==> src/design/backend_config.svh <==
`ifndef BACKEND_CONFIG_SVH
`define BACKEND_CONFIG_SVH

// Issue queue depth and dispatch group size
`define IQ_SIZE 8
`define DISPATCH_WIDTH 2

// Tag 0 is the constant zero register
`define TAG_BITS 5

// Age compare relies on wrapped difference
`define SQN_BITS 6

`define DATA_BITS 32

// Supported range is 2 to 8
`define MUL_LAT 3

`endif

==> src/design/backendPkg.sv <==
`include "backend_config.svh"

package backendPkg;

    typedef logic [`TAG_BITS-1:0] Tag;
    typedef logic [`SQN_BITS-1:0] SqN;
    typedef logic [`DATA_BITS-1:0] Data;

    typedef enum logic [0:0] {
        FU_ALU,
        FU_MUL
    } FuncUnit;

    typedef enum logic [3:0] {
        ADD,
        SUB,
        AND,
        OR,
        XOR,
        SLL,
        SRL,
        MUL
    } AluOp;

    // Second operand word, register tag or full immediate
    typedef union packed {
        struct packed {
            logic [`DATA_BITS-`TAG_BITS-1:0] pad;
            Tag tag;
        } tagView;
        Data imm;
    } OperandB;

    typedef struct packed {
        Tag tagA;
        logic availA;
        OperandB srcB;
        logic immB;
        logic availB;
        Tag tagDst;
        SqN sqN;
        FuncUnit fu;
        AluOp opcode;
    } MicroOp;

    typedef struct packed {
        logic valid;
        MicroOp op;
    } DispatchSlot;

    // Operands already resolved, input of both units
    typedef struct packed {
        logic valid;
        Tag tagDst;
        SqN sqN;
        FuncUnit fu;
        AluOp opcode;
        Data valA;
        Data valB;
    } IssuedOp;

    typedef struct packed {
        logic valid;
        Tag tagDst;
        SqN sqN;
        Data data;
    } ResultBus;

    typedef struct packed {
        logic taken;
        SqN sqN;
    } BranchFlush;

    // True when a is older than b or the same op
    function automatic logic olderOrSame(SqN a, SqN b);
        logic signed [`SQN_BITS-1:0] diff;
        diff = a - b;
        return diff <= 0;
    endfunction

endpackage

==> src/design/wbControl.sv <==
`timescale 1ns/1ns
`include "backend_config.svh"

module wbControl (
    input  logic clk,
    input  logic rst,
    input  backendPkg::DispatchSlot issued,
    input  backendPkg::ResultBus aluOut,
    input  backendPkg::ResultBus mulOut,
    output logic aluBlocked,
    output backendPkg::ResultBus result
);

    // Bit i set when a multiplier result lands i cycles from now
    logic [`MUL_LAT-1:0] resv;
    logic [`MUL_LAT:0] busy;
    logic mulIssue;

    assign mulIssue = issued.valid && issued.op.fu == backendPkg::FU_MUL;

    // The op now in the issue register adds its landing slot
    assign busy = {mulIssue, resv};

    // An ALU op picked this cycle writes back two cycles from now
    assign aluBlocked = busy[2];

    always_ff @(posedge clk) begin
        if (rst) begin
            resv <= '0;
        end else begin
            resv <= busy[`MUL_LAT:1];
        end
    end

    // Reserved slot belongs to the multiplier
    assign result = resv[0] ? mulOut : aluOut;

endmodule

==> config.mk <==
export PLATFORM = sky130hd
export DESIGN_NAME = wbControl
export DESIGN_NICKNAME = d
export VERILOG_FILES = /design/src/design/backendPkg.sv /design/src/design/wbControl.sv
export VERILOG_INCLUDE_DIRS = /design/src /design/src/design
export SDC_FILE = /design/constraint.sdc
export NUM_CORES = 1
export LEC_CHECK = 0
export BUFFER_PORTS_ARGS = -buffer_cell sky130_fd_sc_hd__buf_4
export CAP_MARGIN = 20
export CORE_AREA = 2 2 75 77
export DETAILED_ROUTE_END_ITERATION = 6
export DIE_AREA = 0 0 77 79
export MAX_ROUTING_LAYER = met4
export PLACE_DENSITY = 0.58
export SLEW_MARGIN = 20
export SYNTH_ARGS = -nofsm -noshare
export SYNTH_HDL_FRONTEND = slang
export SYNTH_SLANG_ARGS = --single-unit
export TNS_END_PERCENT = 30
==> constraint.sdc <==
create_clock -name clk -period 1.2 [get_ports clk]
set_input_delay 0.12 -clock clk [delete_from_list [all_inputs] [get_ports clk]]
set_output_delay 0.12 -clock clk [all_outputs]
set_load 0.1 [all_outputs]
==> impl_metrics.json <==
{
  "fin_nets": 341,
  "power.leakage_nw": 1.212,
  "min_path_cells": 2,
  "synth_top_area_share_pct": 73.39,
  "powerDensity_mw_per_mm2": 768.4,
  "ant_nets": 0,
  "post_drt_via_cell_ratio": 3.842,
  "grt_pass1_wl_um": 6106,
  "layout_top_registers": "resv: 3 flops",
  "maxCapViolations": 0,
  "yosys_register_bits": 3,
  "grt_pass1_vias": 1085,
  "avgSynthCellArea_um2": 14.88,
  "r2r_end": "resv[1]",
  "globalRouteOverflowTotal": 0,
  "diodes": 0,
  "wl_per_cell_um": 14.70,
  "drtIter0Drc": 4,
  "min_to": "resv[0]",
  "ys_async_sr_fraction_pct": 0,
  "dp_cells": 261,
  "min_period_over_period_pct": 118.6,
  "yosysWarnings": 0,
  "clk_latency_ps": 220,
  "crit_chain": "buf_12 > mux2_4 > buf_12",
  "setup_viol": 44,
  "synth_edf_count": 0,
  "core_mm2": 0.005338,
  "worst_pin_slew_ps": 279.0,
  "dp_hpwl_um": 2987,
  "status": "finished with violations",
  "slew_violations": 0,
  "cts-buffers-inserted": 3,
  "path_buf_inv": 2,
  "largest_reg_flops": 3,
  "fin_crit_ps": 1423,
  "cp.required_ps": 1080,
  "start_kind": "flop",
  "grt_max_degree": 21,
  "r2r-start": "resv[2]",
  "synth_nets": 202,
  "start_util_pct": 15.33,
  "grt_usage_pct": 13.22,
  "ctsHoldBuffers": 0,
  "antenna_found_initial": 0,
  "cts.sinks": 3,
  "finClkSkew_ps": 1.098,
  "syn_area_um2": 818.3,
  "root_buffer": "clkbuf_8",
  "die_area_mm2": 0.006083,
  "violations": "negative setup slack",
  "yosysMostFrequentCell": "mux2_4",
  "p_comb_share_pct": 78.8,
  "clockPowerShare_pct": 15.7,
  "arrival_ps": 1300,
  "slowest_delay_ps": 370,
  "drive_above_1_share_pct": 96.89,
  "drc_errors": 0,
  "critPathMaxFanout": 20,
  "htree_levels": 1,
  "yosys.area.top_type": "mux2_4",
  "cts_tree": "done",
  "relSlewSlack_pct": 81.55,
  "finalWirelength_um": 3895,
  "critPathMostFrequentCell": "buf_12",
  "p_sw_w": 0.0009191,
  "rows": 27,
  "ys_top_cells_by_area": "mux2_4, buf_12, dfxtp_1",
  "end_kind": "primary output",
  "final.setup.worst_slack_ps": -223.4,
  "fin_cells": 265,
  "netlist_instances": 55,
  "dp_slack_ps": -65.24,
  "pwr-share-seq_pct": 5.5,
  "vdd_drop_max_mv": 0.5740,
  "hold_ws_ps": 66.58,
  "ff2ff_path_depth": 1,
  "power.share.switching_pct": 48.82,
  "power.internal_w": 0.0009633,
  "die_w_um": 77,
  "synth_common_cells": "mux2_4, buf_12, mux2_2, dfxtp_1, nor2b_1",
  "ys_types": 7,
  "hold_viol_final": 0,
  "hp-start": "rst",
  "critical_path_class": "flop to primary output",
  "crit_path_top_delay_cell": "dfxtp_4",
  "io_pins": 192,
  "area_delta_synth_final_pct": 199.4,
  "rsz0062_at_grt": "yes",
  "clkTransAtPathRegs_ps": 30,
  "gp_congestion": 0.6508,
  "fmax_ghz": 0.7025,
  "drtPass1Iterations": 3,
  "ys_seq_area_share_pct": 7.339,
  "regMostFlops": "resv",
  "io_buffers": 136,
  "hp-class": "primary input to flop",
  "synth_top_flop_cell": "dfxtp_1",
  "clock_path_buffers": 2,
  "die_h_um": 79,
  "rrSetupSlack_ps": 670,
  "critPathTopFamily": "flip-flops",
  "vias": 1018
}
[area by class of cell]
type	count	area, µm²
well taps	72	90.09
repair buffers	139	1584
fillers	508	2888
multi-input cells	47	666.9
clock buffers	4	45.04
flip-flops and latches	3	63.81
[layout by cell type, fill, tap and decap left out]
cell	n
dfxtp_1	2
dfxtp_4	1
clkbuf_1	1
buf_12	42
nor2b_1	2
and3b_1	1
mux2_2	4
buf_4	93
mux2_4	40
clkbuf_8	3
buf_6	4
[metrics by stage]
step | power (W) | utilization, % | area (µm²) | TNS [ps]
global placement | 0.001320 | 35.35 | 1887 | -2171
CTS | 0.001886 | 45.73 | 2441 | -9585
finish | 0.001882 | 45.90 | 2450 | -9008
floorplan | 0.0009580 | - | 818.3 | 0
global route | 0.001949 | 45.90 | 2450 | -10620
detailed placement | 0.001324 | 35.35 | 1887 | -1929
[cell families after synthesis]
kind of cell           after synthesis  share of synthesized area [%]
muxes                               44                          78.90
and+or+nand+nor                      3                          2.599
buffers and inverters                5                          11.16
DFF                                  3                          7.340
[worst max-delay path by stage]
stage / from / endpoint / slack, ps / cells after the start
global route: resv[0] / result[9] / -260 / 3
CTS: resv[0] / result[8] / -240 / 3
global placement: resv[0] / result[8] / -70 / 3
finish: resv[0] / result[42] / -220 / 3
detailed placement: resv[0] / result[8] / -70 / 3
floorplan: resv[2] / resv[1] / 10 / 1
[repair_timing]
item	4_1_cts	5_1_grt
cloned	0	0
resized for setup	123	2
endpoints found under the setup margin	44	44
setup buffers	0	0
[power groups by stage]
stage	combinational [W]	clock (W)	sequential, W
after CTS	0.00148	0.000305	0.000104
after detailed placement	0.00122	0	0.000107
after floorplan	0.000843	0	0.000115
after global routing	0.00153	0.000319	0.000104
after global placement	0.00121	0	0.000107
final	0.00148	0.000296	0.000103
[routing by layer]
metal	wire length (µm)	up-vias	GRT usage, %	share of wire [%]
li1	-	480	-	-
met1	1299	446	14.05	33
met2	1901	87	21.67	49
met3	672	5	7.955	17
met4	21	0	2.143	0.54
met5	0	-	-	0
(Power assumes the default switching activity.)
