File: src/design/backend_config.svh
`ifndef BACKEND_CONFIG_SVH
`define BACKEND_CONFIG_SVH

// Issue queue depth and dispatch group size
`define IQ_SIZE 8
`define DISPATCH_WIDTH 2

// Tag 0 is the constant zero register
`define TAG_BITS 5

// Age compare relies on wrapped difference
`define SQN_BITS 6

`define DATA_BITS 32

// Supported range is 2 to 8
`define MUL_LAT 3

`endif

File: src/design/backendPkg.sv
`include "backend_config.svh"

package backendPkg;

    typedef logic [`TAG_BITS-1:0] Tag;
    typedef logic [`SQN_BITS-1:0] SqN;
    typedef logic [`DATA_BITS-1:0] Data;

    typedef enum logic [0:0] {
        FU_ALU,
        FU_MUL
    } FuncUnit;

    typedef enum logic [3:0] {
        ADD,
        SUB,
        AND,
        OR,
        XOR,
        SLL,
        SRL,
        MUL
    } AluOp;

    // Second operand word, register tag or full immediate
    typedef union packed {
        struct packed {
            logic [`DATA_BITS-`TAG_BITS-1:0] pad;
            Tag tag;
        } tagView;
        Data imm;
    } OperandB;

    typedef struct packed {
        Tag tagA;
        logic availA;
        OperandB srcB;
        logic immB;
        logic availB;
        Tag tagDst;
        SqN sqN;
        FuncUnit fu;
        AluOp opcode;
    } MicroOp;

    typedef struct packed {
        logic valid;
        MicroOp op;
    } DispatchSlot;

    // Operands already resolved, input of both units
    typedef struct packed {
        logic valid;
        Tag tagDst;
        SqN sqN;
        FuncUnit fu;
        AluOp opcode;
        Data valA;
        Data valB;
    } IssuedOp;

    typedef struct packed {
        logic valid;
        Tag tagDst;
        SqN sqN;
        Data data;
    } ResultBus;

    typedef struct packed {
        logic taken;
        SqN sqN;
    } BranchFlush;

    // True when a is older than b or the same op
    function automatic logic olderOrSame(SqN a, SqN b);
        logic signed [`SQN_BITS-1:0] diff;
        diff = a - b;
        return diff <= 0;
    endfunction

endpackage

File: src/design/intAlu.sv
`timescale 1ns/1ns

module intAlu (
    input  logic clk,
    input  logic rst,
    input  backendPkg::IssuedOp op,
    input  backendPkg::BranchFlush flush,
    output backendPkg::ResultBus out
);

    backendPkg::Data value;
    logic take;
    logic killed;

    logic outValid;
    backendPkg::Tag outTag;
    backendPkg::SqN outSqN;
    backendPkg::Data outData;

    always_comb begin
        case (op.opcode)
            backendPkg::ADD: value = op.valA + op.valB;
            backendPkg::SUB: value = op.valA - op.valB;
            backendPkg::AND: value = op.valA & op.valB;
            backendPkg::OR:  value = op.valA | op.valB;
            backendPkg::XOR: value = op.valA ^ op.valB;
            backendPkg::SLL: value = op.valA << op.valB[4:0];
            backendPkg::SRL: value = op.valA >> op.valB[4:0];
            default:         value = '0;
        endcase
    end

    // Drop an op younger than the resolving branch
    assign killed = flush.taken && !backendPkg::olderOrSame(op.sqN, flush.sqN);
    assign take = op.valid && op.fu == backendPkg::FU_ALU && !killed;

    always_ff @(posedge clk) begin
        if (rst) begin
            outValid <= 1'b0;
        end else begin
            outValid <= take;
        end
    end

    always_ff @(posedge clk) begin
        outTag <= op.tagDst;
        outSqN <= op.sqN;
        outData <= value;
    end

    assign out.valid = outValid;
    assign out.tagDst = outTag;
    assign out.sqN = outSqN;
    assign out.data = outData;

endmodule

File: config.mk
export PLATFORM = sky130hd
export DESIGN_NAME = intAlu
export DESIGN_NICKNAME = d
export VERILOG_FILES = /design/src/design/backendPkg.sv /design/src/design/intAlu.sv
export VERILOG_INCLUDE_DIRS = /design/src /design/src/design
export SDC_FILE = /design/constraint.sdc
export NUM_CORES = 1
export LEC_CHECK = 0
export BUFFER_PORTS_ARGS = -buffer_cell sky130_fd_sc_hd__buf_2
export CAP_MARGIN = 20
export CORE_MARGIN = 2
export CORE_UTILIZATION = 50
export CTS_BUF_LIST = sky130_fd_sc_hd__clkbuf_4 sky130_fd_sc_hd__clkbuf_8 sky130_fd_sc_hd__clkbuf_16
export DETAILED_ROUTE_END_ITERATION = 8
export GPL_TIMING_DRIVEN = 0
export PLACE_DENSITY = 0.8
export SLEW_MARGIN = 20
export SYNTH_ARGS = -nofsm -noshare
export SYNTH_HDL_FRONTEND = slang
export SYNTH_SLANG_ARGS = --single-unit
File: constraint.sdc
create_clock -name clk -period 5.7 [get_ports clk]
set_clock_uncertainty 0.1 [all_clocks]
set_input_delay 0.285 -clock clk [delete_from_list [all_inputs] [get_ports clk]]
set_output_delay 0.285 -clock clk [all_outputs]
set_load 0.01 [all_outputs]
==> impl_metrics.tcl <==
set metrics [dict create \
    status "finished with violations" \
    violations "negative setup slack" \
    critPathArrivalTime_ns 5.81 \
    synthCells 1189 \
    fin_cells 1557 \
    drc_errors 0 \
    dr.first_iter.drc_count 2070 \
    critPathBufInv 2 \
    die_area_sq_mm 0.0185 \
    ys_seq_area_share_pct 10.1 \
    grt_usage_pct 49.4 \
    synthSimpleGateAreaFrac_pct 18.0 \
    synth_seq_cells 44 \
    die-width_um 136 \
    firstDrtPassIters 7 \
    worst_slew_pin_slew_ns 1.15 \
    num_vias 11082 \
    clk_path_buf_depth 2 \
    ys_warn_count 0 \
    critPathTopFamily "simple AND/OR/NAND/NOR gates" \
    rows 48 \
    cts.clk_slew.worst_paths_ns 0.07 \
    path_max_fanout 10 \
    worstPathCellList "buf_2, nor3_4, and2_1, clkdlybuf4s15_1, nor2_1, xnor2_1, ha_1, nor2b_1, o2111ai_1, and2_1, o31ai_2, a31oi_1, o311ai_2, mux2i_1, nand4_1" \
    synth_top_family_by_area "compound AO/OA/AOI/OAI gates" \
    gp_congestion 1.17 \
    synth.area.mux_share_pct 15.5 \
    root_buffer "clkbuf_16" \
    crit_type "in2reg" \
    ioPinCount 134 \
    postLayoutCoreUtil_pct 58.2 \
    yosysUniqueCellTypes 73 \
    slew-limit-headroom_pct 23.6 \
    cts_sinks 44 \
    p_per_area_mw_per_mm2 179 \
    end_kind "flop" \
    grt_pass1_wl_um 65600 \
    period_needed_ns 5.78 \
    wl_per_cell_um 29.7 \
    max_freq_ghz 0.173 \
    netlist_area_sq_mm 0.00872 \
    cp_slowest_stage_delay_ns 0.78 \
    antenna_found_initial 3 \
    power_leakage_nw 4.56 \
    vias_per_cell 7.12 \
    start_util_pct 50.7 \
    post-synth-top-count-cell "nor2_1" \
    n_antenna_cell 0 \
    cts_setup_buffers 0 \
    grt_max_degree 20 \
    die_height_um 136 \
    ys_dominant_reg_cell "dfxtp_1" \
    grt-ovfl-total 0 \
    setup_viol 1 \
    fillers 1631 \
    dp.cells 1547 \
    synth_top_cell_area_share_pct 14.6 \
    min_path_type "in2reg" \
    yosys.area.top_type "ha_1" \
    cts_tree "done" \
    crit_path_start_kind "input port" \
    crit_top_cell "and2_1" \
    synth_fp_nets 1383 \
    peakVddDrop_mv 0.131 \
    critPathRequiredTime_ns 5.72 \
    synth-compound-area-share_pct 28.5 \
    io_buffers 133 \
    detail-route-antenna-nets 0 \
    syn_to_final_growth_pct 14.7 \
    hold_viol 0 \
    setup_slack_ns -0.0842 \
    cts_max_level 2 \
    synth_edf_count 0 \
    drive_above_1_share_pct 17.0 \
    synthArstFlopShare_pct 0 \
    power_mw 1.79 \
    cts_made_buffers 5 \
    hpwl_um 36300 \
    period_share_pct 101 \
    rsz0062_at_grt "no" \
    wirelength_um 46300 \
    synth_area_leaders "ha_1, dfxtp_1, mux2i_1, mux4_2, a21oi_1" \
    core_sq_mm 0.0172 \
    synth_area_per_cell_sq_um 7.33 \
    worst_path_max_delay_cell "clkdlybuf4s15_1" \
    maxSlewViolCount 0 \
    synthXorXnorAreaFrac_pct 5.23 \
    yosys.area_share.adder_pct 15.1 \
    first_global_vias 10070 \
    synth.top_cells.by_count "nor2_1, ha_1, a21oi_1" \
    finalNetCount 1526 \
    drv_cap 0 \
]
-- final cells by class --
type / count / area (sq um) / area share [%]
flip-flops and latches: 44 / 881 / 8.81
clock inverters: 2 / 60.1 / 0.601
inverters: 93 / 353 / 3.53
plain buffers: 74 / 309 / 3.09
well taps: 225 / 282 / 2.82
repair buffers: 140 / 736 / 7.36
clock buffers: 5 / 125 / 1.25
multi-input cells: 974 / 7250 / 72.5
-- layout by cell type (no fill, tap or decap), drive strengths merged, types with 17 or more instances in the layout --
master  netlist  final
a21o         19     19
a21oi        98     98
buf          30    161
clkbuf       48     50
dfxtp        44     44
ha          102    102
inv          92     91
mux2i        65     65
mux4         23     23
nand2        91     91
nand3        17     17
nor2        130    130
o211ai       19     19
o21ai        95     95
xnor2        41     41
-- stage by stage --
stage	setup TNS (ns)	setup slack (ns)	instance area [sq um]	hold slack, ns
2_1_floorplan	0	0.434	8720	0.213
3_3_place_gp	-15.35	-1.54	9660	0.289
4_1_cts	0	0.0580	9960	0.000452
6_report	-0.0842	-0.0842	10000	0.00369
5_1_grt	0	0.00515	10000	0.00190
3_5_place_dp	-15.24	-1.54	9670	0.290
-- where the power goes --
part | leakage (nW) | internal (mW) | switching [mW]
Clock | 0.0899 | 0.250 | 0.166
Combinational | 4.11 | 0.350 | 0.674
Sequential | 0.366 | 0.338 | 0.00737
-- final timing paths --
path / endpoint / start / slack (ns) / depth (start not counted)
worst min-delay path: outSqN[3] / op[72] / 0.004 / 1
worst max-delay path: outData[24] / op[65] / -0.08 / 15
-- sequential cells by signal, indices dropped and copies added, names as in the netlist --
name and cells:
outSqN 6, outValid 1, outTag 5, outData 32
-- what timing repair did --
action	CTS	global route
resized for setup	11	11
hold endpoints to repair	7	0
endpoints found under the setup margin	16	8
pin swaps	0	2
cloned	0	0
hold buffers	7	0
-- routing by layer --
layer / track usage [%] / vias up / routed length, um / part of all wire, %
met4: 31.4 / 6 / 3360 / 7.3
li1: - / 4655 / - / -
met5: 2.50 / - / 82 / 0.18
met2: 69.6 / 1040 / 18300 / 39
met3: 22.0 / 234 / 7610 / 16
met1: 60.5 / 5147 / 17000 / 37
-- cell families (layout without fill, tap and decap cells) --
logic type	count (synthesis)	count (layout)
buffers and inverters	171	314
XOR/XNOR	52	52
AND/OR/NAND/NOR	332	332
adder cells (fa/ha/maj)	104	104
AO/OA/AOI/OAI	382	382
multiplexers	104	104
flip-flops	44	44
(Power assumes the default switching activity.)
