### config.mk
export PLATFORM = sky130hd
export DESIGN_NAME = intMul
export DESIGN_NICKNAME = d
export VERILOG_FILES = /design/src/design/backendPkg.sv /design/src/design/intMul.sv
export VERILOG_INCLUDE_DIRS = /design/src /design/src/design
export SDC_FILE = /design/constraint.sdc
export NUM_CORES = 1
export LEC_CHECK = 0
export BUFFER_PORTS_ARGS = -buffer_cell sky130_fd_sc_hd__buf_2
export CAP_MARGIN = 15
export CORE_ASPECT_RATIO = 1.2
export CORE_MARGIN = 4
export CORE_UTILIZATION = 45
export CTS_BUF_LIST = sky130_fd_sc_hd__clkbuf_2 sky130_fd_sc_hd__clkbuf_4 sky130_fd_sc_hd__clkbuf_8
export DETAILED_ROUTE_END_ITERATION = 16
export PLACE_DENSITY = 0.7
export RECOVER_POWER = 25
export REMOVE_ABC_BUFFERS = 1
export SYNTH_ARGS = -nofsm -noshare
export SYNTH_HDL_FRONTEND = slang
export SYNTH_SLANG_ARGS = --single-unit
### constraint.sdc
create_clock -name clk -period 22.2 [get_ports clk]
set_input_delay 4.44 -clock clk [delete_from_list [all_inputs] [get_ports clk]]
set_output_delay 4.44 -clock clk [all_outputs]
set_load 0.01 [all_outputs]
### src/design/backend_config.svh
`ifndef BACKEND_CONFIG_SVH
`define BACKEND_CONFIG_SVH

// Issue queue depth and dispatch group size
`define IQ_SIZE 8
`define DISPATCH_WIDTH 2

// Tag 0 is the constant zero register
`define TAG_BITS 5

// Age compare relies on wrapped difference
`define SQN_BITS 6

`define DATA_BITS 32

// Supported range is 2 to 8
`define MUL_LAT 3

`endif

### src/design/backendPkg.sv
`include "backend_config.svh"

package backendPkg;

    typedef logic [`TAG_BITS-1:0] Tag;
    typedef logic [`SQN_BITS-1:0] SqN;
    typedef logic [`DATA_BITS-1:0] Data;

    typedef enum logic [0:0] {
        FU_ALU,
        FU_MUL
    } FuncUnit;

    typedef enum logic [3:0] {
        ADD,
        SUB,
        AND,
        OR,
        XOR,
        SLL,
        SRL,
        MUL
    } AluOp;

    // Second operand word, register tag or full immediate
    typedef union packed {
        struct packed {
            logic [`DATA_BITS-`TAG_BITS-1:0] pad;
            Tag tag;
        } tagView;
        Data imm;
    } OperandB;

    typedef struct packed {
        Tag tagA;
        logic availA;
        OperandB srcB;
        logic immB;
        logic availB;
        Tag tagDst;
        SqN sqN;
        FuncUnit fu;
        AluOp opcode;
    } MicroOp;

    typedef struct packed {
        logic valid;
        MicroOp op;
    } DispatchSlot;

    // Operands already resolved, input of both units
    typedef struct packed {
        logic valid;
        Tag tagDst;
        SqN sqN;
        FuncUnit fu;
        AluOp opcode;
        Data valA;
        Data valB;
    } IssuedOp;

    typedef struct packed {
        logic valid;
        Tag tagDst;
        SqN sqN;
        Data data;
    } ResultBus;

    typedef struct packed {
        logic taken;
        SqN sqN;
    } BranchFlush;

    // True when a is older than b or the same op
    function automatic logic olderOrSame(SqN a, SqN b);
        logic signed [`SQN_BITS-1:0] diff;
        diff = a - b;
        return diff <= 0;
    endfunction

endpackage

### src/design/intMul.sv
`timescale 1ns/1ns
`include "backend_config.svh"

module intMul (
    input  logic clk,
    input  logic rst,
    input  backendPkg::IssuedOp op,
    input  backendPkg::BranchFlush flush,
    output backendPkg::ResultBus out
);

    logic [`MUL_LAT-1:0] stageValid;
    backendPkg::Tag tagPipe[`MUL_LAT];
    backendPkg::SqN sqnPipe[`MUL_LAT];
    backendPkg::Data prodPipe[`MUL_LAT];

    function automatic logic survives(
        logic v,
        backendPkg::SqN s,
        backendPkg::BranchFlush f
    );
        return v && !(f.taken && !backendPkg::olderOrSame(s, f.sqN));
    endfunction

    // Every stage checks its own op against the flush
    always_ff @(posedge clk) begin
        if (rst) begin
            stageValid <= '0;
        end else begin
            stageValid[0] <= survives(op.valid && op.fu == backendPkg::FU_MUL, op.sqN, flush);
            for (int i = 1; i < `MUL_LAT; i++) begin
                stageValid[i] <= survives(stageValid[i-1], sqnPipe[i-1], flush);
            end
        end
    end

    // Low half of the product only
    always_ff @(posedge clk) begin
        tagPipe[0] <= op.tagDst;
        sqnPipe[0] <= op.sqN;
        prodPipe[0] <= op.valA * op.valB;
        for (int i = 1; i < `MUL_LAT; i++) begin
            tagPipe[i] <= tagPipe[i-1];
            sqnPipe[i] <= sqnPipe[i-1];
            prodPipe[i] <= prodPipe[i-1];
        end
    end

    assign out.valid = stageValid[`MUL_LAT-1];
    assign out.tagDst = tagPipe[`MUL_LAT-1];
    assign out.sqN = sqnPipe[`MUL_LAT-1];
    assign out.data = prodPipe[`MUL_LAT-1];

endmodule

==> results.tsv <==
stage	metric	value	unit
drt	drt drc	0	
floorplanning	FP Rows	82	
min_path	Hold Crit Class	flip-flop to flip-flop	
floorplanning	I/O pins	134	
yosys	post-synthesis sequential area ratio	0.137	
critical_path	CP Class	primary input to flip-flop	
drt	1st-iter DRT viols	559	
floorplanning	initial core utilization	0.459	
floorplanning	Die ar.	46300	um2
finish	fill cell count	3936	
clock_network	CTS Buf Count	17	
yosys	Netlist cell types	44	
critical_path	CP Capture Type	flip-flop	
timing	Final Cycle Share	0.503	
placed_design	dpl cells	2569	
yosys	Yosys Warn Count	0	
grt	initial antenna violation count	0	
timing	RSZ-0062 raised after global routing	no	
critical_path	CP max stage delay	0.55	ns
yosys	Post-Synthesis Cells	2024	
timing	Clock Skew	0.00888	ns
drt	Pre-antenna DRT Iters	5	
clock_network	H-tree Lvls	4	
floorplanning	Core Area	42100	um2
clock_network	clock-pin transition on the worst setup and hold timing paths	0.09	ns
drt	vias per cell	5.09	
grt	total global routing overflow	0	
floorplanning	chip width	197	um
timing	WHS	0.320	ns
clock_network	hold buffer count at cts	0	
run	max cap viols	0	
floorplanning	Die H	235	um
critical_path	cell mode on critical path	fa_1	
critical_path	CP max FO	28	
drt	ANT nets after route	0	
placed_design	RD Place Congestion	0.910	
drt	total wire length	45.4	mm
grt	largest net degree at the start of global routing	33	
grt	first-pass GRT wire length	75.0	mm
grt	vias in the first global route	14900	
yosys	Mapped Area	19300	um2
timing	Max transition margin	0.466	
timing	final hold viol count	0	
finish	Post-Layout Cell Count	2601	
finish	antenna fix cells	0	
clock_network	Post-CTS Setup Repair Bufs	0	
placed_design	Buffers on Ports	129	
clock_network	CTS resizes	0	
placed_design	detailed placer's ending HPWL	35.5	mm
yosys	Post-synth ARST share	0	
timing	Final min period	11.16	ns
timing	Final Max Slew Viols	0	
drt	vias	13300	
critical_path	worst endpoint data arrival time	11.48	ns
clock_network	root buffer cell	clkbuf_8	
yosys	post-synth top area cell	fa_1	
yosys	Seq cells post-synth	132	
finish	most common cell after layout, fill and taps aside	inv_1	
finish	share of post-route cells with drive strength above 1	0.0837	
critical_path	CP Launch Type	primary input	
yosys	EDFF count, synth	0	
yosys	Post-synth top flop	dfxtp_1	
finish	register area	2640	um2
critical_path	CP Data Required Time	22.52	ns
finish	Multi-input gate area	14400	um2
finish	Area growth syn-to-layout	5.64	%
clock_network	CTS Buffer Depth	2	
clock_network	CTS tree	built	
timing	Final Setup Violations	0	
timing	fmax	0.0896	GHz
grt	Total GRT Usage	0.203	
clock_network	clk sinks	132	
critical_path	critical path's slowest cell	fa_1	
clock_network	Worst-Skew Late Latency	0.43	ns
finish	most frequent cells in the layout	inv_1 (435), fa_1 (411), nand2_1 (276)	
yosys	syn avg cell area	9.54	um2
timing	Worst-Margin Slew	0.801	ns
drt	DR WL/cell	17.4	um
yosys	Synth top area share	0.426	
yosys	top cells by area, synth	fa_1 (43%), dfxtp_1 (14%), ha_1 (8.9%)	
timing	Setup TNS Final	0	ns
critical_path	critical-path cell list	buf_2 -> and2_1 -> fa_1 -> inv_1 -> fa_1 -> fa_1 -> fa_1 -> inv_1 -> fa_1 -> inv_1 -> fa_1 -> inv_1 -> fa_1 -> fa_1 -> ha_1 -> a21o_1 -> a211o_1 -> or4_4 -> o21ai_2 -> o21ai_1 -> a21o_1 -> a21oi_2 -> xnor2_1	
finish	nets@finish	2681	
run_status	status	finished clean	
synth_stat cells, types with 2 or more instances:
cell type	instances
o21a_1	9
inv_1	435
nand2b_1	3
nand4_1	5
a2111oi_0	3
a211oi_1	5
xnor2_1	77
clkbuf_1	87
buf_4	44
dfxtp_1	132
a21oi_1	31
a21o_1	15
o21ai_1	5
ha_1	138
nor2b_1	3
o21ai_0	10
a311oi_1	3
nand3_1	6
xor2_1	23
and2_1	258
nor3_1	3
fa_1	411
nand2_1	276
o211ai_1	2
nor2_1	15
and4_1	2
o21bai_1	6
kinds of logic after synthesis:
kind of cell	Yosys count	share of synthesized area
compound gates	99	0.0339
xor+xnor	100	0.0453
fa+ha+maj	549	0.515
buf+inv	567	0.119
flops	132	0.137
simple gates	577	0.150
path summary, 6_finish.rpt:
kind / start / slack [ns] / endpoint / depth (start not counted)
worst min-delay path: prodPipe[0][41] / 0.32 / prodPipe[0][73] / 0
worst min register to register: prodPipe[0][41] / 0.32 / prodPipe[0][73] / 0
worst max register to register: sqnPipe[0][0] / 20.20 / stageValid[1] / 10
worst max-delay path: op[4] / 11.04 / prodPipe[0][25] / 23
stage by stage:
stage / util / worst slack (ns) / cell area, um2
after floorplan: - / 11.41 / 18700
after global placement: 0.475 / 10.64 / 20000
after detailed placement: 0.475 / 10.61 / 20000
after CTS: 0.485 / 11.08 / 20400
after global routing: 0.485 / 10.74 / 20400
final: 0.485 / 11.04 / 20400
per-layer routing:
metal  routed length (um)  GRT usage
met3                 3050     0.0325
met2                23000      0.360
met1                17600      0.248
met4                 1730     0.0761
met5                    0          0
flip-flops by register name, indices dropped and copies added, names as in the netlist:
name / flops
prodPipe: 96
stageValid: 3
tagPipe: 15
sqnPipe: 18
worst max-delay path, delay by kind of cell:
| family | cells | cell delay, ns |
|---|---|---|
| adder cells (fa/ha/maj) | 9 | 4.20 |
| AO/OA/AOI/OAI | 6 | 1.15 |
| AND/OR/NAND/NOR | 2 | 0.77 |
| buffers and inverters | 5 | 0.71 |
| XOR/XNOR | 1 | 0.18 |
cell type report:
type,instances,share of cell area
clock inverter,14,0.00779
inverter,435,0.0800
multi-input combinational,1325,0.705
clock buffer,18,0.0121
timing repair buffer,131,0.0324
sequential,132,0.130
tap,546,0.0335
Power is not shown: default switching activity piles up to over one toggle a cycle in this logic, so the estimate is an artifact.
