### config.mk
export PLATFORM = sky130hd
export DESIGN_NAME = physRegFile
export DESIGN_NICKNAME = d
export VERILOG_FILES = /design/src/design/backendPkg.sv /design/src/design/physRegFile.sv
export VERILOG_INCLUDE_DIRS = /design/src /design/src/design
export SDC_FILE = /design/constraint.sdc
export NUM_CORES = 2
export LEC_CHECK = 0
export BUFFER_PORTS_ARGS = -buffer_cell sky130_fd_sc_hd__buf_2
export CELL_PAD_IN_SITES_DETAIL_PLACEMENT = 2
export CELL_PAD_IN_SITES_GLOBAL_PLACEMENT = 2
export CORE_MARGIN = 1.5
export CORE_UTILIZATION = 42
export DETAILED_ROUTE_END_ITERATION = 8
export MAX_ROUTING_LAYER = met4
export PLACE_DENSITY_LB_ADDON = 0.1
export SLEW_MARGIN = 40
export SYNTH_ARGS = -nofsm -noshare
export SYNTH_HDL_FRONTEND = slang
export SYNTH_SLANG_ARGS = --single-unit
export TNS_END_PERCENT = 5
### constraint.sdc
create_clock -name clk -period 1.8 [get_ports clk]
set_input_delay 0.18 -clock clk [delete_from_list [all_inputs] [get_ports clk]]
set_output_delay 0.18 -clock clk [all_outputs]
set_load 0.01 [all_outputs]
### src/design/backend_config.svh
`ifndef BACKEND_CONFIG_SVH
`define BACKEND_CONFIG_SVH

// Issue queue depth and dispatch group size
`define IQ_SIZE 8
`define DISPATCH_WIDTH 2

// Tag 0 is the constant zero register
`define TAG_BITS 5

// Age compare relies on wrapped difference
`define SQN_BITS 6

`define DATA_BITS 32

// Supported range is 2 to 8
`define MUL_LAT 3

`endif

### src/design/backendPkg.sv
`include "backend_config.svh"

package backendPkg;

    typedef logic [`TAG_BITS-1:0] Tag;
    typedef logic [`SQN_BITS-1:0] SqN;
    typedef logic [`DATA_BITS-1:0] Data;

    typedef enum logic [0:0] {
        FU_ALU,
        FU_MUL
    } FuncUnit;

    typedef enum logic [3:0] {
        ADD,
        SUB,
        AND,
        OR,
        XOR,
        SLL,
        SRL,
        MUL
    } AluOp;

    // Second operand word, register tag or full immediate
    typedef union packed {
        struct packed {
            logic [`DATA_BITS-`TAG_BITS-1:0] pad;
            Tag tag;
        } tagView;
        Data imm;
    } OperandB;

    typedef struct packed {
        Tag tagA;
        logic availA;
        OperandB srcB;
        logic immB;
        logic availB;
        Tag tagDst;
        SqN sqN;
        FuncUnit fu;
        AluOp opcode;
    } MicroOp;

    typedef struct packed {
        logic valid;
        MicroOp op;
    } DispatchSlot;

    // Operands already resolved, input of both units
    typedef struct packed {
        logic valid;
        Tag tagDst;
        SqN sqN;
        FuncUnit fu;
        AluOp opcode;
        Data valA;
        Data valB;
    } IssuedOp;

    typedef struct packed {
        logic valid;
        Tag tagDst;
        SqN sqN;
        Data data;
    } ResultBus;

    typedef struct packed {
        logic taken;
        SqN sqN;
    } BranchFlush;

    // True when a is older than b or the same op
    function automatic logic olderOrSame(SqN a, SqN b);
        logic signed [`SQN_BITS-1:0] diff;
        diff = a - b;
        return diff <= 0;
    endfunction

endpackage

### src/design/physRegFile.sv
`timescale 1ns/1ns
`include "backend_config.svh"

module physRegFile (
    input  logic clk,
    input  logic rst,
    input  backendPkg::Tag tagA,
    input  backendPkg::Tag tagB,
    output backendPkg::Data dataA,
    output backendPkg::Data dataB,
    input  backendPkg::ResultBus result
);

    localparam int NUM_REGS = 1 << `TAG_BITS;

    backendPkg::Data regs[NUM_REGS];
    logic hitA;
    logic hitB;

    // Bypass the value being written this cycle
    assign hitA = result.valid && result.tagDst == tagA;
    assign hitB = result.valid && result.tagDst == tagB;

    assign dataA = (tagA == '0) ? '0 : (hitA ? result.data : regs[tagA]);
    assign dataB = (tagB == '0) ? '0 : (hitB ? result.data : regs[tagB]);

    always_ff @(posedge clk) begin
        if (rst) begin
            for (int i = 0; i < NUM_REGS; i++) begin
                regs[i] <= '0;
            end
        end else if (result.valid && result.tagDst != '0) begin
            regs[result.tagDst] <= result.data;
        end
    end

endmodule

==> results.rst <==
.. list-table::
   :header-rows: 1

   * - Metric
     - Value
   * - Post-synthesis simple-gate area fraction
     - 13.0%
   * - Critical path data required time
     - 1.62 ns
   * - Critical Path Source Type
     - flip-flop
   * - Worst hold path class
     - in2reg
   * - First-pass GRT wire length
     - 357,000 um
   * - Clk buf depth
     - 3
   * - CTS tree
     - built
   * - Global placement routability congestion
     - 0.973
   * - Register area
     - 30,700 um2
   * - Most common cell after layout, fill and taps aside
     - sky130_fd_sc_hd__edfxtp_1
   * - Shortest clock period the worst path allows after layout
     - 2.86 ns
   * - Fill cell count
     - 11,815
   * - Met2 global-route usage
     - 61.7%
   * - Regs by FF count
     - regs (1024)
   * - CORE AREA
     - 130,000 um2
   * - Total standard cell area after synthesis
     - 55,100 um2
   * - Slew headroom
     - 49.0%
   * - Number of clock buffers inserted by TritonCTS
     - 116
   * - Residual overflow from global routing
     - 0
   * - Detailed-placement wirelength estimate
     - 179,000 um
   * - Overall track demand over capacity in global routing
     - 40.1%
   * - Sequential cell area fraction in the yosys report
     - 55.8%
   * - Power density of the placed cells
     - 901 nW/um2
   * - Floorplan row count
     - 132
   * - Drt initial violations
     - 5,751
   * - Part of the total power dissipated in combinational logic
     - 16.1%
   * - Switching Power
     - 17,100 uW
   * - Synth top area share
     - 55.8%
   * - Routed wire length
     - 259,000 um
   * - Ys async rst share
     - 0%
   * - Mean routed wirelength per cell
     - 41.7 um
   * - Layout-stage area growth over the synthesis result
     - 24.9%
   * - Synthesized instance count
     - 3,802
   * - Hold Path Origin
     - result[0]
   * - Highest-count cells in the layout ignoring fill and taps
     - sky130_fd_sc_hd__edfxtp_1, sky130_fd_sc_hd__and2_1, sky130_fd_sc_hd__buf_4, sky130_fd_sc_hd__mux4_2, sky130_fd_sc_hd__mux2i_1
   * - Synthesized-area fraction occupied by adder cells
     - 0%
   * - First-pass iteration count of the detailed router
     - 6
   * - Initial antenna violation count
     - 28
   * - Net switching share of the total power
     - 27.6%
   * - Largest driver fanout on the critical path
     - 2
   * - Register with the most flip-flops
     - regs
   * - Sequence of cells on the critical path
     - mux4_2, a22oi_2, buf_4, a21oi_2, a221o_1, buf_2
   * - Htree depth
     - 3
   * - Worst ir drop on vdd
     - 852 uV
   * - Area of the multi-input gates
     - 23,900 um2
   * - Largest cells by area after synthesis
     - sky130_fd_sc_hd__edfxtp_1, sky130_fd_sc_hd__mux4_2, sky130_fd_sc_hd__and2_1, sky130_fd_sc_hd__mux2i_1, sky130_fd_sc_hd__clkbuf_1
   * - Number of endpoints with negative hold slack in the final report
     - 0
   * - Status
     - complete, but fails checks
   * - Worst Hold Endpoint
     - regs[31][0]
   * - Failing checks
     - negative setup slack
   * - Synth Area in Compound Gates
     - 6.03%
   * - Total number of clock tree sinks
     - 1,024
   * - Worst-case setup margin in the final layout
     - -1.06 ns
   * - Clock network fraction of total power
     - 38.0%
   * - Library cells used by synthesis
     - 52
   * - EDFF count, synth
     - 1,024
   * - Mean instance size in the synthesized netlist
     - 14.5 um2
   * - Routing layer with the top usage in global route
     - met2
   * - Element type at the critical path end
     - output port
   * - Cell accounting for the most synthesized area
     - sky130_fd_sc_hd__edfxtp_1
   * - Chip Height
     - 365 um
   * - Largest register FFs
     - 1,024
   * - Number of global-route vias before repair
     - 43,933
   * - Met3 Use GR
     - 7.50%
   * - Slew of the pin with the lowest slew margin
     - 0.764 ns
   * - Post-route antenna net violation count
     - 0
   * - Overall power
     - 61,900 uW
   * - Primary flip-flop cell chosen by synthesis mapping
     - sky130_fd_sc_hd__edfxtp_1
   * - Vias after detailed routing
     - 41,592
   * - Arrival time of data at the critical path endpoint
     - 2.68 ns
   * - Maximum frequency from static timing analysis
     - 350 MHz
   * - Count of state elements after synthesis
     - 1,024
   * - Internal cell power
     - 44,900 uW
   * - Fin crit share
     - 159%
   * - Hold Path Cell Cnt
     - 2
   * - Pre-CTS setup slack
     - -0.877 ns
   * - Critical path type
     - reg2out
   * - Share of cell area taken by muxes after synthesis
     - 21.5%
   * - Area enclosed by the die boundary
     - 133,000 um2
   * - # setup viols final
     - 64
   * - Area share of xor/xnor cells in the synthesized design
     - 0.159%
   * - Number of nets in the finished design
     - 4,403
   * - Max-slew violation count
     - 0
   * - Combinational family with the most area after synthesis
     - multiplexers
   * - Initial core utilization
     - 42.4%
   * - Clock-pin slew reported for the worst setup and hold paths after clock tree synthesis
     - 0.06 ns
   * - Clock tree root driver cell
     - sky130_fd_sc_hd__clkbuf_16
   * - Global-route track usage on met1
     - 51.1%
   * - I/O pin cnt
     - 120
   * - Number of max-cap violations
     - 0
   * - Die extent in x
     - 365 um
   * - Part of the total power dissipated in sequential elements
     - 45.8%
   * - Vias per inst
     - 6.71
   * - Maximum cell stage delay along the critical path
     - 0.49 ns
   * - Maximum number of pins on one net before global-route repair
     - 35
   * - Share of post-route cells with drive strength above 1
     - 36.5%
   * - Number of synthesis warnings
     - 0
   * - Count of port buffers added during placement
     - 113
   * - DRC viols
     - 0
   * - Max stage delay cell, worst path
     - sky130_fd_sc_hd__mux4_2
   * - Static leakage
     - 0.0251 uW
   * - Setup repair after global routing missed its margin
     - yes
## cells in the mapped netlist (all sizes together), types with 34 or more instances
cell,n
a21oi,64
a22oi,107
and2,996
buf,130
clkbuf,283
edfxtp,1024
mux2i,330
mux4,375
nand2,64
nor2,49
o21ai,63
o221ai,38
o22ai,37
or2,34
## kinds of logic (layout without fill, tap and decap cells)
kind of cell / after synthesis / in the layout
AO/OA/AOI/OAI: 457 / 457
XOR/XNOR: 10 / 10
buffers and inverters: 415 / 1025
flip-flops: 1024 / 1024
multiplexers: 711 / 711
other: 1 / 46
AND/OR/NAND/NOR: 1184 / 1184
## timing repair
| item | CTS | global route |
|---|---|---|
| resized for setup | 226 | 50 |
| endpoints found under the setup margin | 64 | 64 |
| hold buffers | 23 | 0 |
| setup buffers | 8 | 2 |
| gates cloned | 0 | 0 |
| endpoints found under the hold margin | 177 | 0 |
| pin swaps | 100 | 32 |
## power by group through the flow
stage                     registers (uW)  logic [uW]  clock network [uW]
after floorplan                    28400        4440                   0
after global placement             28600        8880                   0
after detailed placement           28800        9120                   0
after CTS                          28300        9700               23700
after global routing               28500       10200               24400
final                              28400       10000               23600
## per-stage QoR
step                util [%]  TNS, ns  cells  instance area (um2)  hold slack [ns]
finish                  53.0   -57.74   6199                68800           0.0533
global route            53.0   -60.57   6187                68800           0.0476
CTS                     52.8   -59.22   6184                68500           0.0154
detailed placement      49.0  -239.58   5942                63700            0.577
global placement        49.0  -176.42   5942                63700            0.562
floorplan                  -   -43.04   3833                55200            0.378
## layer usage
layer / share of wire, % / vias up
met5: 0 / -
met4: 5.7 / 0
met3: 10 / 686
met2: 46 / 2927
met1: 38 / 22239
li1: - / 15740
## worst max path at each step
stage | from | end | slack, ns | cells after the start
6_report | regs[28][13] | dataA[13] | -1.06 | 6
5_1_grt | regs[15][19] | dataA[19] | -1.10 | 5
4_1_cts | regs[6][13] | dataA[13] | -1.06 | 5
3_5_place_dp | tagB[3] | dataB[19] | -0.88 | 9
3_3_place_gp | tagB[3] | dataB[19] | -0.85 | 9
2_1_floorplan | result[40] | regs[16][0] | -0.14 | 4
## critical path, delay by kind of cell (launching register included)
| kind | cells | cell delay, ns |
|---|---|---|
| AOI/OAI and AO/OA | 3 | 0.65 |
| muxes | 1 | 0.49 |
| DFF | 1 | 0.43 |
| buffers and inverters | 2 | 0.35 |
## area by class of cell
| class | instances | area share (%) |
|---|---|---|
| clock inverters | 71 | 0.860 |
| repair buffers | 809 | 12.1 |
| multi-input cells | 2394 | 34.7 |
| inverters | 2 | 0.0109 |
| flip-flops and latches | 1024 | 44.7 |
| diodes | 14 | 0.0509 |
| well taps | 1742 | 3.17 |
| clock buffers | 143 | 4.37 |
No activity file was read; power rests on OpenSTA's default activity.
