`src/design/backend_config.svh`:
```
`ifndef BACKEND_CONFIG_SVH
`define BACKEND_CONFIG_SVH

// Issue queue depth and dispatch group size
`define IQ_SIZE 8
`define DISPATCH_WIDTH 2

// Tag 0 is the constant zero register
`define TAG_BITS 5

// Age compare relies on wrapped difference
`define SQN_BITS 6

`define DATA_BITS 32

// Supported range is 2 to 8
`define MUL_LAT 3

`endif

```
`src/design/backendPkg.sv`:
```
`include "backend_config.svh"

package backendPkg;

    typedef logic [`TAG_BITS-1:0] Tag;
    typedef logic [`SQN_BITS-1:0] SqN;
    typedef logic [`DATA_BITS-1:0] Data;

    typedef enum logic [0:0] {
        FU_ALU,
        FU_MUL
    } FuncUnit;

    typedef enum logic [3:0] {
        ADD,
        SUB,
        AND,
        OR,
        XOR,
        SLL,
        SRL,
        MUL
    } AluOp;

    // Second operand word, register tag or full immediate
    typedef union packed {
        struct packed {
            logic [`DATA_BITS-`TAG_BITS-1:0] pad;
            Tag tag;
        } tagView;
        Data imm;
    } OperandB;

    typedef struct packed {
        Tag tagA;
        logic availA;
        OperandB srcB;
        logic immB;
        logic availB;
        Tag tagDst;
        SqN sqN;
        FuncUnit fu;
        AluOp opcode;
    } MicroOp;

    typedef struct packed {
        logic valid;
        MicroOp op;
    } DispatchSlot;

    // Operands already resolved, input of both units
    typedef struct packed {
        logic valid;
        Tag tagDst;
        SqN sqN;
        FuncUnit fu;
        AluOp opcode;
        Data valA;
        Data valB;
    } IssuedOp;

    typedef struct packed {
        logic valid;
        Tag tagDst;
        SqN sqN;
        Data data;
    } ResultBus;

    typedef struct packed {
        logic taken;
        SqN sqN;
    } BranchFlush;

    // True when a is older than b or the same op
    function automatic logic olderOrSame(SqN a, SqN b);
        logic signed [`SQN_BITS-1:0] diff;
        diff = a - b;
        return diff <= 0;
    endfunction

endpackage

```
`src/design/issueQueue.sv`:
```
`timescale 1ns/1ns
`include "backend_config.svh"

module issueQueue (
    input  logic clk,
    input  logic rst,
    input  backendPkg::DispatchSlot dispatch[`DISPATCH_WIDTH],
    input  backendPkg::BranchFlush flush,
    input  backendPkg::ResultBus result,
    input  logic aluBlocked,
    output backendPkg::DispatchSlot issued,
    output logic full
);

    localparam int IDX_W = $clog2(`IQ_SIZE);
    localparam int CNT_W = $clog2(`IQ_SIZE + 1);

    // Entry 0 is always the oldest
    backendPkg::MicroOp entries[`IQ_SIZE];
    backendPkg::MicroOp woke[`IQ_SIZE];
    backendPkg::MicroOp entriesNext[`IQ_SIZE];

    logic [CNT_W-1:0] count;
    logic [CNT_W-1:0] countNext;
    logic [CNT_W-1:0] flushCount;
    logic [CNT_W:0] slotsValid;

    logic pickValid;
    logic [IDX_W-1:0] pickIdx;
    logic accept;

    logic issueValid;
    backendPkg::MicroOp issueOp;
    logic aluWake;

    function automatic backendPkg::MicroOp wakeUp(
        backendPkg::MicroOp u,
        logic resValid,
        backendPkg::Tag resTag,
        logic aluValid,
        backendPkg::Tag aluTag
    );
        backendPkg::MicroOp w;
        w = u;
        if ((resValid && u.tagA == resTag) || (aluValid && u.tagA == aluTag)) begin
            w.availA = 1'b1;
        end
        if (!u.immB && ((resValid && u.srcB.tagView.tag == resTag) ||
                        (aluValid && u.srcB.tagView.tag == aluTag))) begin
            w.availB = 1'b1;
        end
        return w;
    endfunction

    // An ALU op in the issue register writes back next cycle, so its
    // consumers can be picked now and take the value from the bypass
    assign aluWake = issueValid && issueOp.fu == backendPkg::FU_ALU;

    // Wake-up and oldest-ready select
    always_comb begin
        pickValid = 1'b0;
        pickIdx = '0;
        for (int i = 0; i < `IQ_SIZE; i++) begin
            woke[i] = wakeUp(entries[i], result.valid, result.tagDst, aluWake, issueOp.tagDst);
            if (!pickValid && CNT_W'(i) < count && woke[i].availA &&
                (woke[i].availB || woke[i].immB) &&
                !(aluBlocked && woke[i].fu == backendPkg::FU_ALU)) begin
                pickValid = 1'b1;
                pickIdx = IDX_W'(i);
            end
        end
    end

    always_comb begin
        slotsValid = '0;
        for (int s = 0; s < `DISPATCH_WIDTH; s++) begin
            slotsValid = slotsValid + (CNT_W + 1)'(dispatch[s].valid);
        end
        full = ({1'b0, count} + slotsValid) > (CNT_W + 1)'(`IQ_SIZE);
    end

    assign accept = !full && !flush.taken;

    // Keep the prefix of entries not younger than the branch
    always_comb begin
        flushCount = '0;
        for (int i = 0; i < `IQ_SIZE; i++) begin
            if (CNT_W'(i) < count && backendPkg::olderOrSame(entries[i].sqN, flush.sqN)) begin
                flushCount = CNT_W'(i + 1);
            end
        end
    end

    // Compaction behind the picked entry, then append the new group
    always_comb begin
        logic [CNT_W-1:0] ins;
        entriesNext = woke;
        ins = count;
        if (flush.taken) begin
            ins = flushCount;
        end else begin
            if (pickValid) begin
                for (int i = 0; i < `IQ_SIZE - 1; i++) begin
                    if (IDX_W'(i) >= pickIdx) begin
                        entriesNext[i] = woke[i + 1];
                    end
                end
                ins = count - 1'b1;
            end
            if (accept) begin
                for (int s = 0; s < `DISPATCH_WIDTH; s++) begin
                    if (dispatch[s].valid) begin
                        entriesNext[ins[IDX_W-1:0]] = wakeUp(dispatch[s].op, result.valid,
                            result.tagDst, aluWake, issueOp.tagDst);
                        ins = ins + 1'b1;
                    end
                end
            end
        end
        countNext = ins;
    end

    always_ff @(posedge clk) begin
        entries <= entriesNext;
        if (pickValid) begin
            issueOp <= woke[pickIdx];
        end
    end

    // Nothing issues in a flush cycle
    always_ff @(posedge clk) begin
        if (rst) begin
            count <= '0;
            issueValid <= 1'b0;
        end else begin
            count <= countNext;
            issueValid <= pickValid && !flush.taken;
        end
    end

    assign issued.valid = issueValid;
    assign issued.op = issueOp;

endmodule

```
`config.mk`:
```
export PLATFORM = sky130hd
export DESIGN_NAME = issueQueue
export DESIGN_NICKNAME = d
export VERILOG_FILES = /design/src/design/backendPkg.sv /design/src/design/issueQueue.sv
export VERILOG_INCLUDE_DIRS = /design/src /design/src/design
export SDC_FILE = /design/constraint.sdc
export NUM_CORES = 2
export LEC_CHECK = 0
export BUFFER_PORTS_ARGS = -buffer_cell sky130_fd_sc_hd__buf_2
export CORE_ASPECT_RATIO = 1.5
export CORE_MARGIN = 5
export CORE_UTILIZATION = 45
export DETAILED_ROUTE_END_ITERATION = 8
export PLACE_DENSITY = 0.64
export RECOVER_POWER = 100
export SKIP_CTS_REPAIR_TIMING = 1
export SLEW_MARGIN = 20
export SYNTH_ARGS = -nofsm -noshare
export SYNTH_HDL_FRONTEND = slang
export SYNTH_SLANG_ARGS = --single-unit
```
`constraint.sdc`:
```
create_clock -name clk -period 19.5 [get_ports clk]
set_input_delay 2.925 -clock clk [delete_from_list [all_inputs] [get_ports clk]]
set_output_delay 2.925 -clock clk [all_outputs]
set_load 0.03 [all_outputs]
```
==> results_dict.tcl <==
set metrics [dict create \
    slowest_stage "clkbuf_1" \
    dp_hpwl_um 80000 \
    dieArea_um2 85200 \
    globalRouteOverflowTotal 0 \
    die_x_um 240 \
    critPathCaptureType "flip-flop" \
    rows 126 \
    fmax_mhz 69.7 \
    rsz0062_at_grt "no" \
    ys_ff_latch 509 \
    period_needed_ps 14340 \
    worstPathRequired_ps 19730 \
    dpl.cell_count 4529 \
    antenna_found_initial 18 \
    place_congestion 0.923 \
    ys_seq_area_share_pct 42.2 \
    h-tree-depth 2 \
    r2r_slack_ps 6810 \
    synth_area_um2 35700 \
    cts_root_buf "clkbuf_16" \
    grt_usage_pct 31.4 \
    drt_iter0_drc 4645 \
    clock_sinks 509 \
    syn_area_per_cell_um2 9.67 \
    antenna_left 0 \
    grt_max_degree 148 \
    status "complete, but fails checks" \
    final-setup-viol-count 0 \
    violations "max-capacitance violations, max-slew violations" \
    period_share_pct 73.5 \
    slew_headroom_pct -498 \
    cpMostUsedCell "clkbuf_1" \
    cts_tree "yes" \
    cts_buffers 53 \
    vias_per_cell 7.10 \
    finClkSkew_ps 20.9 \
    layoutNonFillerInstCount 4639 \
    synth.distinct_cells 82 \
    critical_path_class "primary input to flip-flop" \
    fin_nets 3783 \
    first_global_vias 31900 \
    routedWlPerCell_um 30.2 \
    vias 32900 \
    hold-path-endpoint "entries[50]$_DFF_P_" \
    chipHeight_um 355 \
    syn_inst 3694 \
    portBuffers 187 \
    finalSetupTns_ps 0 \
    num_io_pins 226 \
    dpl_cell_area_um2 36900 \
    routed_wl_um 140000 \
    drive_gt1_share_pct 10.2 \
    crit_chain "clkbuf_1, clkinvlp_2, nand2_1, inv_8, clkbuf_1, clkbuf_1, a22oi_1" \
    r2r_start "issued[12]$_DFFE_PN_" \
    cts_max_path_buffers 3 \
    synthFlopType "edfxtp_1" \
    maxCapViolations 21 \
    startpoint_type "primary input" \
    syn_to_final_growth_pct 7.56 \
    start_util_pct 45.3 \
    core_area_um2 78800 \
    rr_worst_depth 16 \
    syn-num-nets 3917 \
    synth-async-reset-ratio_pct 0 \
    critical-path-max-stage-delay_ps 3450 \
    insertion_delay_ps 650 \
    hold_viol_final 0 \
    drc 0 \
    design_area_um2 38400 \
    cts.clk_slew.worst_paths_ps 60 \
    hold_path_depth 2 \
    slew_violations 1031 \
    holdCritStartpoint "entries[50]$_DFF_P_" \
    synth-edff-count 488 \
    crit_arrival_ps 14570 \
    hold_class "flip-flop to flip-flop" \
    rr_endpoint "entries[344]$_DFFE_PN_" \
    grt_pass1_wl_um 207000 \
    yosys_warnings 0 \
    critPathMaxFanout 89 \
    worst_slew_pin_slew_ps 8970 \
    drt_first_pass_iters 6 \
]
==> layout by cell type, fill, tap and decap left out, types with 115 or more instances in the layout <==
| cell type | count |
|---|---|
| nand2_1 | 689 |
| edfxtp_1 | 488 |
| o22ai_1 | 392 |
| a32oi_1 | 286 |
| mux2i_1 | 242 |
| a21oi_1 | 130 |
| buf_2 | 130 |
| xnor2_1 | 121 |
| xor2_1 | 120 |
| nor2_1 | 115 |
==> sequential cells by signal (all words and copies together), names as in the netlist <==
register / flops
count: 4
entries: 448
issueValid: 1
issued: 56
==> synthesized netlist by cell type (all sizes together), types with 22 or more instances <==
library cell | n | area, um2
a21oi | 130 | 651
xor2 | 120 | 1050
mux4 | 54 | 1220
a32oi | 286 | 2500
edfxtp | 488 | 14700
inv | 71 | 267
nand2 | 700 | 2640
ha | 46 | 576
nor4 | 28 | 175
o22ai | 393 | 2460
clkbuf | 329 | 1230
nand4 | 22 | 138
a22oi | 100 | 751
nor2 | 119 | 447
xnor2 | 121 | 1060
buf | 116 | 634
o221ai | 61 | 534
nand3 | 22 | 110
o21ai | 40 | 204
mux2i | 242 | 2420
nor3 | 22 | 121
==> cells by family after synthesis <==
family	after synthesis	synth area share, %
compound gates	1105	22.3
xor+xnor	242	5.97
fa+ha+maj	55	2.12
buf+inv	518	6.00
flops	509	42.2
mux	301	10.3
simple gates	964	11.1
==> how the worst max path moves through the flow <==
stage,start,endpoint,slack (ps),depth (start not counted)
floorplan,flush[6],entries[411]$_DFFE_PN_,4560,7
global placement,result[40],entries[379]$_DFFE_PN_,9280,16
detailed placement,result[40],entries[373]$_DFFE_PN_,9140,16
CTS,result[40],entries[344]$_DFFE_PN_,9810,16
global route,result[41],entries[81]$_DFFE_PN_,4710,14
finish,flush[6],entries[400]$_DFFE_PN_,5160,7
==> routing by layer <==
| layer | wire (um) | GRT usage, % | up-vias |
|---|---|---|---|
| li1 | - | - | 14000 |
| met1 | 50100 | 38.8 | 16100 |
| met2 | 65400 | 50.3 | 2326 |
| met3 | 14700 | 6.09 | 600 |
| met4 | 10100 | 19.8 | 6 |
| met5 | 52 | 0 | - |
==> critical path: cells and delay by family <==
family	cells	cell delay, ps
buffers and inverters	5	10090
AO/OA/AOI/OAI	1	400
AND/OR/NAND/NOR	1	1060
==> layout make-up <==
| class | instances | area, um2 |
|---|---|---|
| well taps | 1024 | 1280 |
| fillers | 7426 | 40400 |
| inverters | 73 | 284 |
| diodes | 12 | 30.0 |
| multi-input cells | 2667 | 18700 |
| clock buffers | 81 | 1490 |
| clock inverters | 17 | 231 |
| repair buffers | 256 | 1330 |
| flip-flops and latches | 509 | 15100 |
==> through the flow <==
| step | hold WS (ps) | utilization, % | worst slack [ps] |
|---|---|---|---|
| floorplan | 508 | - | 4560 |
| global placement | 519 | 46.8 | 9280 |
| detailed placement | 538 | 46.8 | 9140 |
| CTS | 551 | 49.0 | 9810 |
| global route | 583 | 48.7 | 4710 |
| finish | 567 | 48.8 | 5160 |
Power is left out: the tool's default activity adds up to more than one toggle a clock period on the data nets, which glitch-free logic cannot reach.
